[config.mk]
export PLATFORM = sky130hd
export DESIGN_NAME = bouncy_ball_top
export DESIGN_NICKNAME = d
export VERILOG_FILES = /design/src/hw/pixel_pkg.sv /design/src/hw/game_pkg.sv /design/src/hw/motion_if.sv /design/src/hw/bouncy_ball_top.sv /design/src/hw/score_bcd_counter.sv /design/src/hw/sprite_plotter.sv /design/src/hw/playfield_state.sv /design/src/hw/game_control.sv
export SDC_FILE = /design/constraint.sdc
export NUM_CORES = 1
export LEC_CHECK = 0
export ABC_CLOCK_PERIOD_IN_PS = 4950
export BUFFER_PORTS_ARGS = -buffer_cell sky130_fd_sc_hd__buf_2
export CORE_ASPECT_RATIO = 0.8
export CORE_MARGIN = 3
export CORE_UTILIZATION = 50
export CTS_CLUSTER_SIZE = 10
export DETAILED_ROUTE_END_ITERATION = 7
export PLACE_DENSITY = 0.77
export SETUP_SLACK_MARGIN = 0.5
export SYNTH_ARGS = -nofsm -noshare
export SYNTH_HDL_FRONTEND = slang
export SYNTH_SLANG_ARGS = --single-unit
[constraint.sdc]
create_clock -name clk -period 4.95 [get_ports clk]
set_input_delay 0.7425 -clock clk [delete_from_list [all_inputs] [get_ports clk]]
set_output_delay 0.7425 -clock clk [all_outputs]
set_load 0.01 [all_outputs]
[src/hw/pixel_pkg.sv]
package pixel_pkg;

    // 160x120 frame buffer addressing
    typedef logic [7:0] x_coord_t;
    typedef logic [6:0] y_coord_t;

    // One bit per RGB channel
    typedef logic [2:0] colour_t;

    localparam colour_t BALL_COLOUR   = 3'd7;   // White
    localparam colour_t PADDLE_COLOUR = 3'd3;   // Cyan

endpackage

[src/hw/game_pkg.sv]
package game_pkg;

    // Playfield in frame buffer pixels
    localparam int unsigned SCREEN_WIDTH  = 160;
    localparam int unsigned SCREEN_HEIGHT = 120;
    localparam int unsigned PADDLE_WIDTH  = 18;   // Paddle is 2 rows high

    // Start positions
    localparam int unsigned BALL_START_X   = 78;
    localparam int unsigned BALL_START_Y   = 58;
    localparam int unsigned PADDLE_START_X = 71;

    // Ball coordinates where it meets the walls, paddle and floor
    localparam int unsigned WALL_RIGHT_X  = SCREEN_WIDTH - 5;    // 155
    localparam int unsigned PADDLE_LINE_Y = SCREEN_HEIGHT - 7;   // 113
    localparam int unsigned FLOOR_Y       = SCREEN_HEIGHT - 5;   // 115

    // Paddle stays clear of the right wall
    localparam int unsigned PADDLE_MAX_X = SCREEN_WIDTH - PADDLE_WIDTH - 2;  // 140

    typedef enum logic [1:0] {
        up_right   = 2'd0,
        down_right = 2'd1,
        down_left  = 2'd2,
        up_left    = 2'd3
    } ball_dir_e;

    typedef enum logic [2:0] {
        idle,
        draw,
        frame_wait,
        move_paddle,
        check,
        resolve,
        move_ball,
        game_over
    } game_state_e;

endpackage
[src/hw/motion_if.sv]
interface motion_if;

    // One-cycle commands from the frame sequencer
    logic reset_objects;
    logic move_paddle;
    logic check;
    logic bounce;
    logic move_ball;

    // Collision flags, valid from the cycle after check
    logic touching_wall;
    logic touching_paddle;
    logic hitting_floor;

    modport control (
        output reset_objects, move_paddle, check, bounce, move_ball,
        input  touching_wall, touching_paddle, hitting_floor
    );

    modport playfield (
        input  reset_objects, move_paddle, check, bounce, move_ball,
        output touching_wall, touching_paddle, hitting_floor
    );

endinterface

[src/hw/bouncy_ball_top.sv]
module bouncy_ball_top #(
    parameter int unsigned FRAME_CYCLES = 16,
    parameter int unsigned PLOT_CREDITS = 4
) (
    input  logic                clk,
    input  logic                resetn,
    input  logic                go,
    input  logic                left_key,
    input  logic                right_key,
    input  logic                plot_credit,
    output logic                plot_valid,
    output pixel_pkg::x_coord_t plot_x,
    output pixel_pkg::y_coord_t plot_y,
    output pixel_pkg::colour_t  plot_colour,
    output logic                playing,
    output logic [11:0]         score_bcd
);
    import pixel_pkg::*;

    x_coord_t ball_x, paddle_x;
    y_coord_t ball_y;
    logic     draw_start, draw_done;
    logic     score_inc, score_clear;

    motion_if motion ();

    game_control #(
        .FRAME_CYCLES(FRAME_CYCLES)
    ) u_control (
        .clk        (clk),
        .resetn     (resetn),
        .go         (go),
        .draw_done  (draw_done),
        .motion     (motion.control),
        .draw_start (draw_start),
        .score_inc  (score_inc),
        .score_clear(score_clear),
        .playing    (playing)
    );

    playfield_state u_playfield (
        .clk      (clk),
        .resetn   (resetn),
        .left_key (left_key),
        .right_key(right_key),
        .motion   (motion.playfield),
        .ball_x   (ball_x),
        .ball_y   (ball_y),
        .paddle_x (paddle_x)
    );

    sprite_plotter #(
        .PLOT_CREDITS(PLOT_CREDITS)
    ) u_plotter (
        .clk        (clk),
        .resetn     (resetn),
        .draw_start (draw_start),
        .plot_credit(plot_credit),
        .ball_x     (ball_x),
        .ball_y     (ball_y),
        .paddle_x   (paddle_x),
        .draw_done  (draw_done),
        .plot_valid (plot_valid),
        .plot_x     (plot_x),
        .plot_y     (plot_y),
        .plot_colour(plot_colour)
    );

    score_bcd_counter u_score (
        .clk        (clk),
        .resetn     (resetn),
        .score_inc  (score_inc),
        .score_clear(score_clear),
        .score_bcd  (score_bcd)
    );

endmodule

[src/hw/score_bcd_counter.sv]
module score_bcd_counter (
    input  logic        clk,
    input  logic        resetn,
    input  logic        score_inc,
    input  logic        score_clear,
    output logic [11:0] score_bcd
);

    logic [11:0] next_bcd;
    logic        carry;

    // Ripple the increment through the digits, 999 wraps to 000
    always_comb begin
        next_bcd = score_bcd;
        carry    = 1'b1;
        for (int d = 0; d < 3; d++) begin
            if (carry) begin
                if (score_bcd[4*d +: 4] == 4'd9) begin
                    next_bcd[4*d +: 4] = 4'd0;
                end else begin
                    next_bcd[4*d +: 4] = score_bcd[4*d +: 4] + 4'd1;
                    carry              = 1'b0;
                end
            end
        end
    end

    always_ff @(posedge clk) begin
        if (!resetn || score_clear)
            score_bcd <= '0;
        else if (score_inc)
            score_bcd <= next_bcd;
    end

endmodule

[src/hw/sprite_plotter.sv]
module sprite_plotter #(
    parameter int unsigned PLOT_CREDITS = 4
) (
    input  logic                clk,
    input  logic                resetn,
    input  logic                draw_start,
    input  logic                plot_credit,
    input  pixel_pkg::x_coord_t ball_x,
    input  pixel_pkg::y_coord_t ball_y,
    input  pixel_pkg::x_coord_t paddle_x,
    output logic                draw_done,
    output logic                plot_valid,
    output pixel_pkg::x_coord_t plot_x,
    output pixel_pkg::y_coord_t plot_y,
    output pixel_pkg::colour_t  plot_colour
);
    import game_pkg::*;
    import pixel_pkg::*;

    localparam int BALL_PIXELS  = 12;
    localparam int TOTAL_PIXELS = BALL_PIXELS + 2 * PADDLE_WIDTH;   // 48
    localparam int CRED_W       = $clog2(PLOT_CREDITS + 1);

    // Ball sprite offsets {dx, dy}, 4x4 square without corners
    localparam logic [3:0] BALL_OFS [BALL_PIXELS] = '{
        4'b01_00, 4'b10_00,
        4'b00_01, 4'b01_01, 4'b10_01, 4'b11_01,
        4'b00_10, 4'b01_10, 4'b10_10, 4'b11_10,
        4'b01_11, 4'b10_11
    };

    logic [CRED_W-1:0] credits;
    logic [5:0]        idx;
    logic [5:0]        col;
    logic [3:0]        ofs;
    logic              busy;
    logic              last;

    assign plot_valid = busy && (credits != '0);  // Stall with no credit left
    assign last       = (idx == 6'(TOTAL_PIXELS - 1));

    always_comb begin
        ofs = 4'd0;
        col = 6'd0;
        if (idx < 6'(BALL_PIXELS)) begin
            ofs         = BALL_OFS[idx[3:0]];
            plot_x      = ball_x + x_coord_t'(ofs[3:2]);
            plot_y      = ball_y + y_coord_t'(ofs[1:0]);
            plot_colour = BALL_COLOUR;
        end else if (idx < 6'(BALL_PIXELS + PADDLE_WIDTH)) begin
            col         = idx - 6'(BALL_PIXELS);
            plot_x      = paddle_x + x_coord_t'(col);
            plot_y      = y_coord_t'(SCREEN_HEIGHT - 2);   // Bottom paddle row first
            plot_colour = PADDLE_COLOUR;
        end else begin
            col         = idx - 6'(BALL_PIXELS + PADDLE_WIDTH);
            plot_x      = paddle_x + x_coord_t'(col);
            plot_y      = y_coord_t'(SCREEN_HEIGHT - 3);
            plot_colour = PADDLE_COLOUR;
        end
    end

    always_ff @(posedge clk) begin
        if (!resetn) begin
            busy      <= 1'b0;
            idx       <= '0;
            draw_done <= 1'b0;
        end else begin
            draw_done <= 1'b0;
            if (draw_start) begin
                busy <= 1'b1;
                idx  <= '0;
            end else if (plot_valid) begin
                idx <= idx + 1'b1;
                if (last) begin
                    busy      <= 1'b0;
                    draw_done <= 1'b1;
                end
            end
        end
    end

    // One credit spent per pixel, one returned per plot_credit cycle
    always_ff @(posedge clk) begin
        if (!resetn)
            credits <= CRED_W'(PLOT_CREDITS);
        else
            credits <= credits - CRED_W'(plot_valid) + CRED_W'(plot_credit);
    end

endmodule

[src/hw/playfield_state.sv]
module playfield_state (
    input  logic                clk,
    input  logic                resetn,
    input  logic                left_key,
    input  logic                right_key,
    motion_if.playfield         motion,
    output pixel_pkg::x_coord_t ball_x,
    output pixel_pkg::y_coord_t ball_y,
    output pixel_pkg::x_coord_t paddle_x
);
    import game_pkg::*;
    import pixel_pkg::*;

    ball_dir_e  dir, bounced_dir;
    logic       moving_down;
    logic       moving_left;
    logic       paddle_hit;
    logic       wall_hit;
    logic       go_left, go_down;
    logic [8:0] ball_x_ext, paddle_x_ext;

    assign moving_down = (dir == down_right) || (dir == down_left);
    assign moving_left = (dir == down_left) || (dir == up_left);

    // 9 bits so the paddle window does not wrap near x = 0
    assign ball_x_ext   = {1'b0, ball_x};
    assign paddle_x_ext = {1'b0, paddle_x};

    assign paddle_hit = (ball_y == y_coord_t'(PADDLE_LINE_Y)) && moving_down
                        && (ball_x_ext + 9'd3 >= paddle_x_ext)
                        && (ball_x_ext <= paddle_x_ext + 9'(PADDLE_WIDTH - 1));

    assign wall_hit = paddle_hit || (ball_x <= 8'd1) || (ball_x >= WALL_RIGHT_X)
                      || (ball_y <= 7'd1);

    // Split direction into its two components and reflect each on its own
    always_comb begin
        go_left = moving_left;
        go_down = moving_down;
        if (ball_x <= 8'd1)
            go_left = 1'b0;
        else if (ball_x >= WALL_RIGHT_X)
            go_left = 1'b1;
        if (ball_y <= 7'd1)
            go_down = 1'b1;
        else if (motion.touching_paddle)
            go_down = 1'b0;
        case ({go_down, go_left})
            2'b00:   bounced_dir = up_right;
            2'b01:   bounced_dir = up_left;
            2'b10:   bounced_dir = down_right;
            default: bounced_dir = down_left;
        endcase
    end

    always_ff @(posedge clk) begin
        if (!resetn || motion.reset_objects) begin
            ball_x <= x_coord_t'(BALL_START_X);
            ball_y <= y_coord_t'(BALL_START_Y);
            dir    <= down_right;
        end else if (motion.bounce) begin
            dir <= bounced_dir;
        end else if (motion.move_ball) begin
            ball_x <= moving_left ? ball_x - 1'b1 : ball_x + 1'b1;
            ball_y <= moving_down ? ball_y + 1'b1 : ball_y - 1'b1;
        end
    end

    always_ff @(posedge clk) begin
        if (!resetn || motion.reset_objects) begin
            paddle_x <= x_coord_t'(PADDLE_START_X);
        end else if (motion.move_paddle) begin
            if (left_key) begin  // Left wins even when blocked
                if (paddle_x > 8'd1)
                    paddle_x <= paddle_x - 1'b1;
            end else if (right_key && paddle_x < PADDLE_MAX_X) begin
                paddle_x <= paddle_x + 1'b1;
            end
        end
    end

    // Flags hold until the next check
    always_ff @(posedge clk) begin
        if (!resetn) begin
            motion.touching_wall   <= 1'b0;
            motion.touching_paddle <= 1'b0;
            motion.hitting_floor   <= 1'b0;
        end else if (motion.check) begin
            motion.touching_wall   <= wall_hit;
            motion.touching_paddle <= paddle_hit;
            motion.hitting_floor   <= (ball_y >= FLOOR_Y);
        end
    end

endmodule

[src/hw/game_control.sv]
module game_control #(
    parameter int unsigned FRAME_CYCLES = 16
) (
    input  logic     clk,
    input  logic     resetn,
    input  logic     go,
    input  logic     draw_done,
    motion_if.control motion,
    output logic     draw_start,
    output logic     score_inc,
    output logic     score_clear,
    output logic     playing
);
    import game_pkg::*;

    localparam int CNT_W = (FRAME_CYCLES > 1) ? $clog2(FRAME_CYCLES) : 1;

    game_state_e      state, next_state;
    logic [CNT_W-1:0] wait_cnt;
    logic             wait_done;
    logic             start_game;

    assign start_game = (state == idle) && go;
    assign wait_done  = (wait_cnt == CNT_W'(FRAME_CYCLES - 1));

    always_comb begin
        next_state = state;
        unique case (state)
            idle:        if (start_game) next_state = draw;
            draw:        if (draw_done) next_state = frame_wait;
            frame_wait:  if (wait_done) next_state = move_paddle;
            move_paddle: next_state = check;
            check:       next_state = resolve;
            resolve:     next_state = motion.hitting_floor ? game_over : move_ball;
            move_ball:   next_state = draw;
            game_over:   next_state = idle;
        endcase
    end

    always_ff @(posedge clk) begin
        if (!resetn) begin
            state      <= idle;
            draw_start <= 1'b0;
            playing    <= 1'b0;
        end else begin
            state      <= next_state;
            draw_start <= (next_state == draw) && (state != draw);  // Once per frame
            if (start_game)
                playing <= 1'b1;
            else if (state == game_over)
                playing <= 1'b0;
        end
    end

    // Frame wait length, counted from entry into frame_wait
    always_ff @(posedge clk) begin
        if (!resetn || state != frame_wait)
            wait_cnt <= '0;
        else
            wait_cnt <= wait_cnt + 1'b1;
    end

    assign score_clear          = start_game;
    assign motion.reset_objects = start_game;
    assign motion.move_paddle   = (state == move_paddle);
    assign motion.check         = (state == check);
    assign motion.move_ball     = (state == move_ball);

    // Floor wins over paddle, paddle over wall
    assign score_inc     = (state == resolve) && !motion.hitting_floor && motion.touching_paddle;
    assign motion.bounce = (state == resolve) && !motion.hitting_floor
                           && (motion.touching_paddle || motion.touching_wall);

endmodule

==> run_results.csv <==
group,metric,value,unit
setup_path,crit_end,"plot_x[7]",
floorplanning,io_pins,38,
finish,area_growth,9.79,%
yosys,synth_area,0.00473,mm^2
clock_tree,clkSinkCount,60,
yosys,synth_ff_type,"dfxtp_1",
floorplanning,core,0.00911,mm^2
drt,firstDrtPassIters,4,
floorplanning,initial_utilization,0.519,
sta,setup_viol,0,
global_route,grt_pass1_vias,3965,
drt,drt-initial-drc-count,321,
finish,nFillCells,790,
yosys,synth_top_area_frac,0.254,
global_route,grt_overflow,0,
setup_path,ff2ff_setup_slack,1800,ps
yosys,yosys_warnings,0,
setup_path,path_class,"flop to output port",
global_route,grt_pass1_wl,19.0,mm
yosys,synth_edf_count,0,
clock_tree,tritoncts,"done",
clock_tree,post_cts_resized,0,
yosys,yosysSeqAreaShare,0.254,
drt,wl,11.3,mm
setup_path,end_kind,"output port",
drt,vias,4214,
setup_path,cp-startpoint,"u_plotter.idx[3]$_SDFFE_PP0P_",
sta,rsz0062_at_grt,"false",
sta,relSlewSlack,0.464,
setup_path,crit_chain,"ha_1 > a21oi_1 > mux2_2 > ha_1 > a211oi_1 > o21ai_0 > a21o_1 > and3_1 > o31a_1 > buf_2",
power,p_leak,2.18,nW
setup_path,critical_path_buf_inv_count,1,
status,status,"finished clean",
setup_path,critPathMaxStageDelay,540,ps
placed_design,gp_congestion,0.902,
yosys,ys_seq_elements,60,
yosys,synth_top_cell_by_area,"dfxtp_1",
finish,final_util,0.570,
clock_tree,cts_buffers,9,
finish,nets,658,
power,p_total,1.31,mW
clock_tree,h-tree-depth,3,
placed_design,hpwl,8.26,mm
setup_path,slowest_stage,"dfxtp_1",
yosys,synth_most_common_cell,"nand2_1",
setup_path,cp.arrival,3350,ps
clock_tree,path_clk_slew,60,ps
placed_design,port_buffers,35,
sta,finClkSkew,7.45,ps
clock_tree,cts_setup_buffers,0,
setup_path,critPathTopFamily,"compound AO/OA/AOI/OAI gates",
global_route,grt_max_degree,18,
min_path,hp-class,"flop to flop",
yosys,synth.distinct_cells,70,
setup_path,crit_fanout,12,
sta,finalMaxSlewViolations,0,
clock_tree,clockRootBuffer,"clkbuf_16",
power,ir_drop,0.000195,V
yosys,avgSynthCellArea,7.98,um^2
sta,min_period,4090,ps
setup_path,cp-start-kind,"flop",
sta,finalSetupTns,0,ps
drt,ant_nets,0,
global_route,antenna_found_initial,0,
drt,drc,0,
yosys,ys_top_cells_by_area,"dfxtp_1 (25%), ha_1 (12%), xnor2_1 (7.8%)",
drt,wl_per_cell,15.6,um
yosys,synthArstFlopShare,0,
clock_tree,clk-insertion-delay-late,340,ps
sta,setup_ws,860,ps
floorplanning,rows,31,
sta,worst_slew_pin_slew,804,ps
yosys,synthCells,593,
sta,whs,453,ps
setup_path,reg2regPathDepth,10,
floorplanning,design.die.area,0.0107,mm^2
power,p_per_area,252,mW/mm^2
floorplanning,die_w,115,um
sta,hold_viol,0,
finish,layout-drive-gt1-share,0.114,
setup_path,path_depth,10,
setup_path,path_common_cell,"ha_1",
drt,via_per_inst,5.84,
setup_path,required,4210,ps
sta,period_share,0.826,
clock_tree,cts_hold_buffers,0,
placed_design,post-place-ws,1240,ps
floorplanning,fp.dieH,93,um
yosys,synth_common_cells,"nand2_1 (61), dfxtp_1 (60), nor2_1 (56)",
global_route,grt.total_usage,0.217,
sta,fmax,244,MHz
setup_path,reg2reg_from,"u_playfield.paddle_x[0]$_SDFFE_PP1P_",
clock_tree,cts.path.max_buffers,2,
run,maxCapViolCount,0,
setup_path,reg2reg_to,"u_playfield.motion.touching_paddle$_SDFFE_PN0P_",
finish,antenna_cells,0,
==> cell usage in the layout, fill, tap and decap left out, types with 24 or more instances in the layout <==
cell type	instances
nand2_1	61
dfxtp_1	60
nor2_1	56
ha_1	46
xnor2_1	42
a21oi_1	36
buf_2	35
inv_1	32
o21ai_0	26
nand3_1	24
==> worst register-to-register path, delay by kind of cell (launching register included) <==
family / cells / cell delay (ps)
compound gates: 6 / 1490
flops: 1 / 670
fa+ha+maj: 2 / 630
simple gates: 1 / 160
xor+xnor: 1 / 140
==> how the worst min path moves through the flow <==
stage                                                 from                          endpoint  slack (ps)  cells past startpoint
after floorplan           u_control.wait_cnt[0]$_SDFF_PP0_  u_control.wait_cnt[0]$_SDFF_PP0_         420                      1
after global routing      u_control.wait_cnt[0]$_SDFF_PP0_  u_control.wait_cnt[0]$_SDFF_PP0_         490                      1
final                     u_control.wait_cnt[0]$_SDFF_PP0_  u_control.wait_cnt[0]$_SDFF_PP0_         450                      1
after detailed placement  u_control.wait_cnt[0]$_SDFF_PP0_  u_control.wait_cnt[0]$_SDFF_PP0_         450                      1
after CTS                 u_control.wait_cnt[0]$_SDFF_PP0_  u_control.wait_cnt[0]$_SDFF_PP0_         460                      1
after global placement    u_control.wait_cnt[0]$_SDFF_PP0_  u_control.wait_cnt[0]$_SDFF_PP0_         430                      1
==> where the power goes <==
part	total, mW	switching, mW	internal, mW	leakage [nW]
logic	0.114	0.0642	0.0500	1.54
registers	0.509	0.0137	0.495	0.486
clock network	0.688	0.245	0.443	0.156
total	1.31	0.323	0.988	2.18
==> stage by stage <==
step,std cells,area (um^2)
after floorplan,594,4730
after global placement,706,4870
after detailed placement,706,4870
after CTS,722,5190
after global routing,722,5190
final,722,5190
==> registers in the layout, summed over array words and instances (netlist names), 3 cells and up <==
signal / flops
u_score.score_bcd: 12
u_playfield.ball_x: 8
u_playfield.paddle_x: 8
u_playfield.ball_y: 7
u_plotter.idx: 6
u_control.wait_cnt: 4
u_control.state: 3
u_plotter.credits: 3
==> cell families after synthesis <==
kind of cell,Yosys count,share of synthesized area
xor+xnor,60,0.111
simple gates,212,0.228
flops,60,0.254
mux,10,0.0217
compound gates,129,0.179
other cells,1,0.000793
fa+ha+maj,50,0.139
buf+inv,71,0.0667
==> final cells by class <==
type                            count  area [um^2]  share of cell area
Sequential cell                    60         1200               0.231
Multi-Input combinational cell    463         3220               0.620
Inverter                           32          120              0.0231
Timing Repair Buffer               36          183              0.0352
Clock inverter                      7         98.8              0.0190
Tap cell                          115          144              0.0277
Clock buffer                        9          225              0.0434
==> per-layer routing <==
metal | routed length (um) | GRT usage | up-vias | part of all wire
met1 | 5420 | 0.302 | 1993 | 0.48
met3 | 652 | 0.0505 | 18 | 0.058
met4 | 202 | 0.0772 | 0 | 0.018
met2 | 5020 | 0.329 | 108 | 0.44
li1 | - | - | 2095 | -
met5 | 0 | 0 | - | 0
Power figures use the tool's default switching activity.
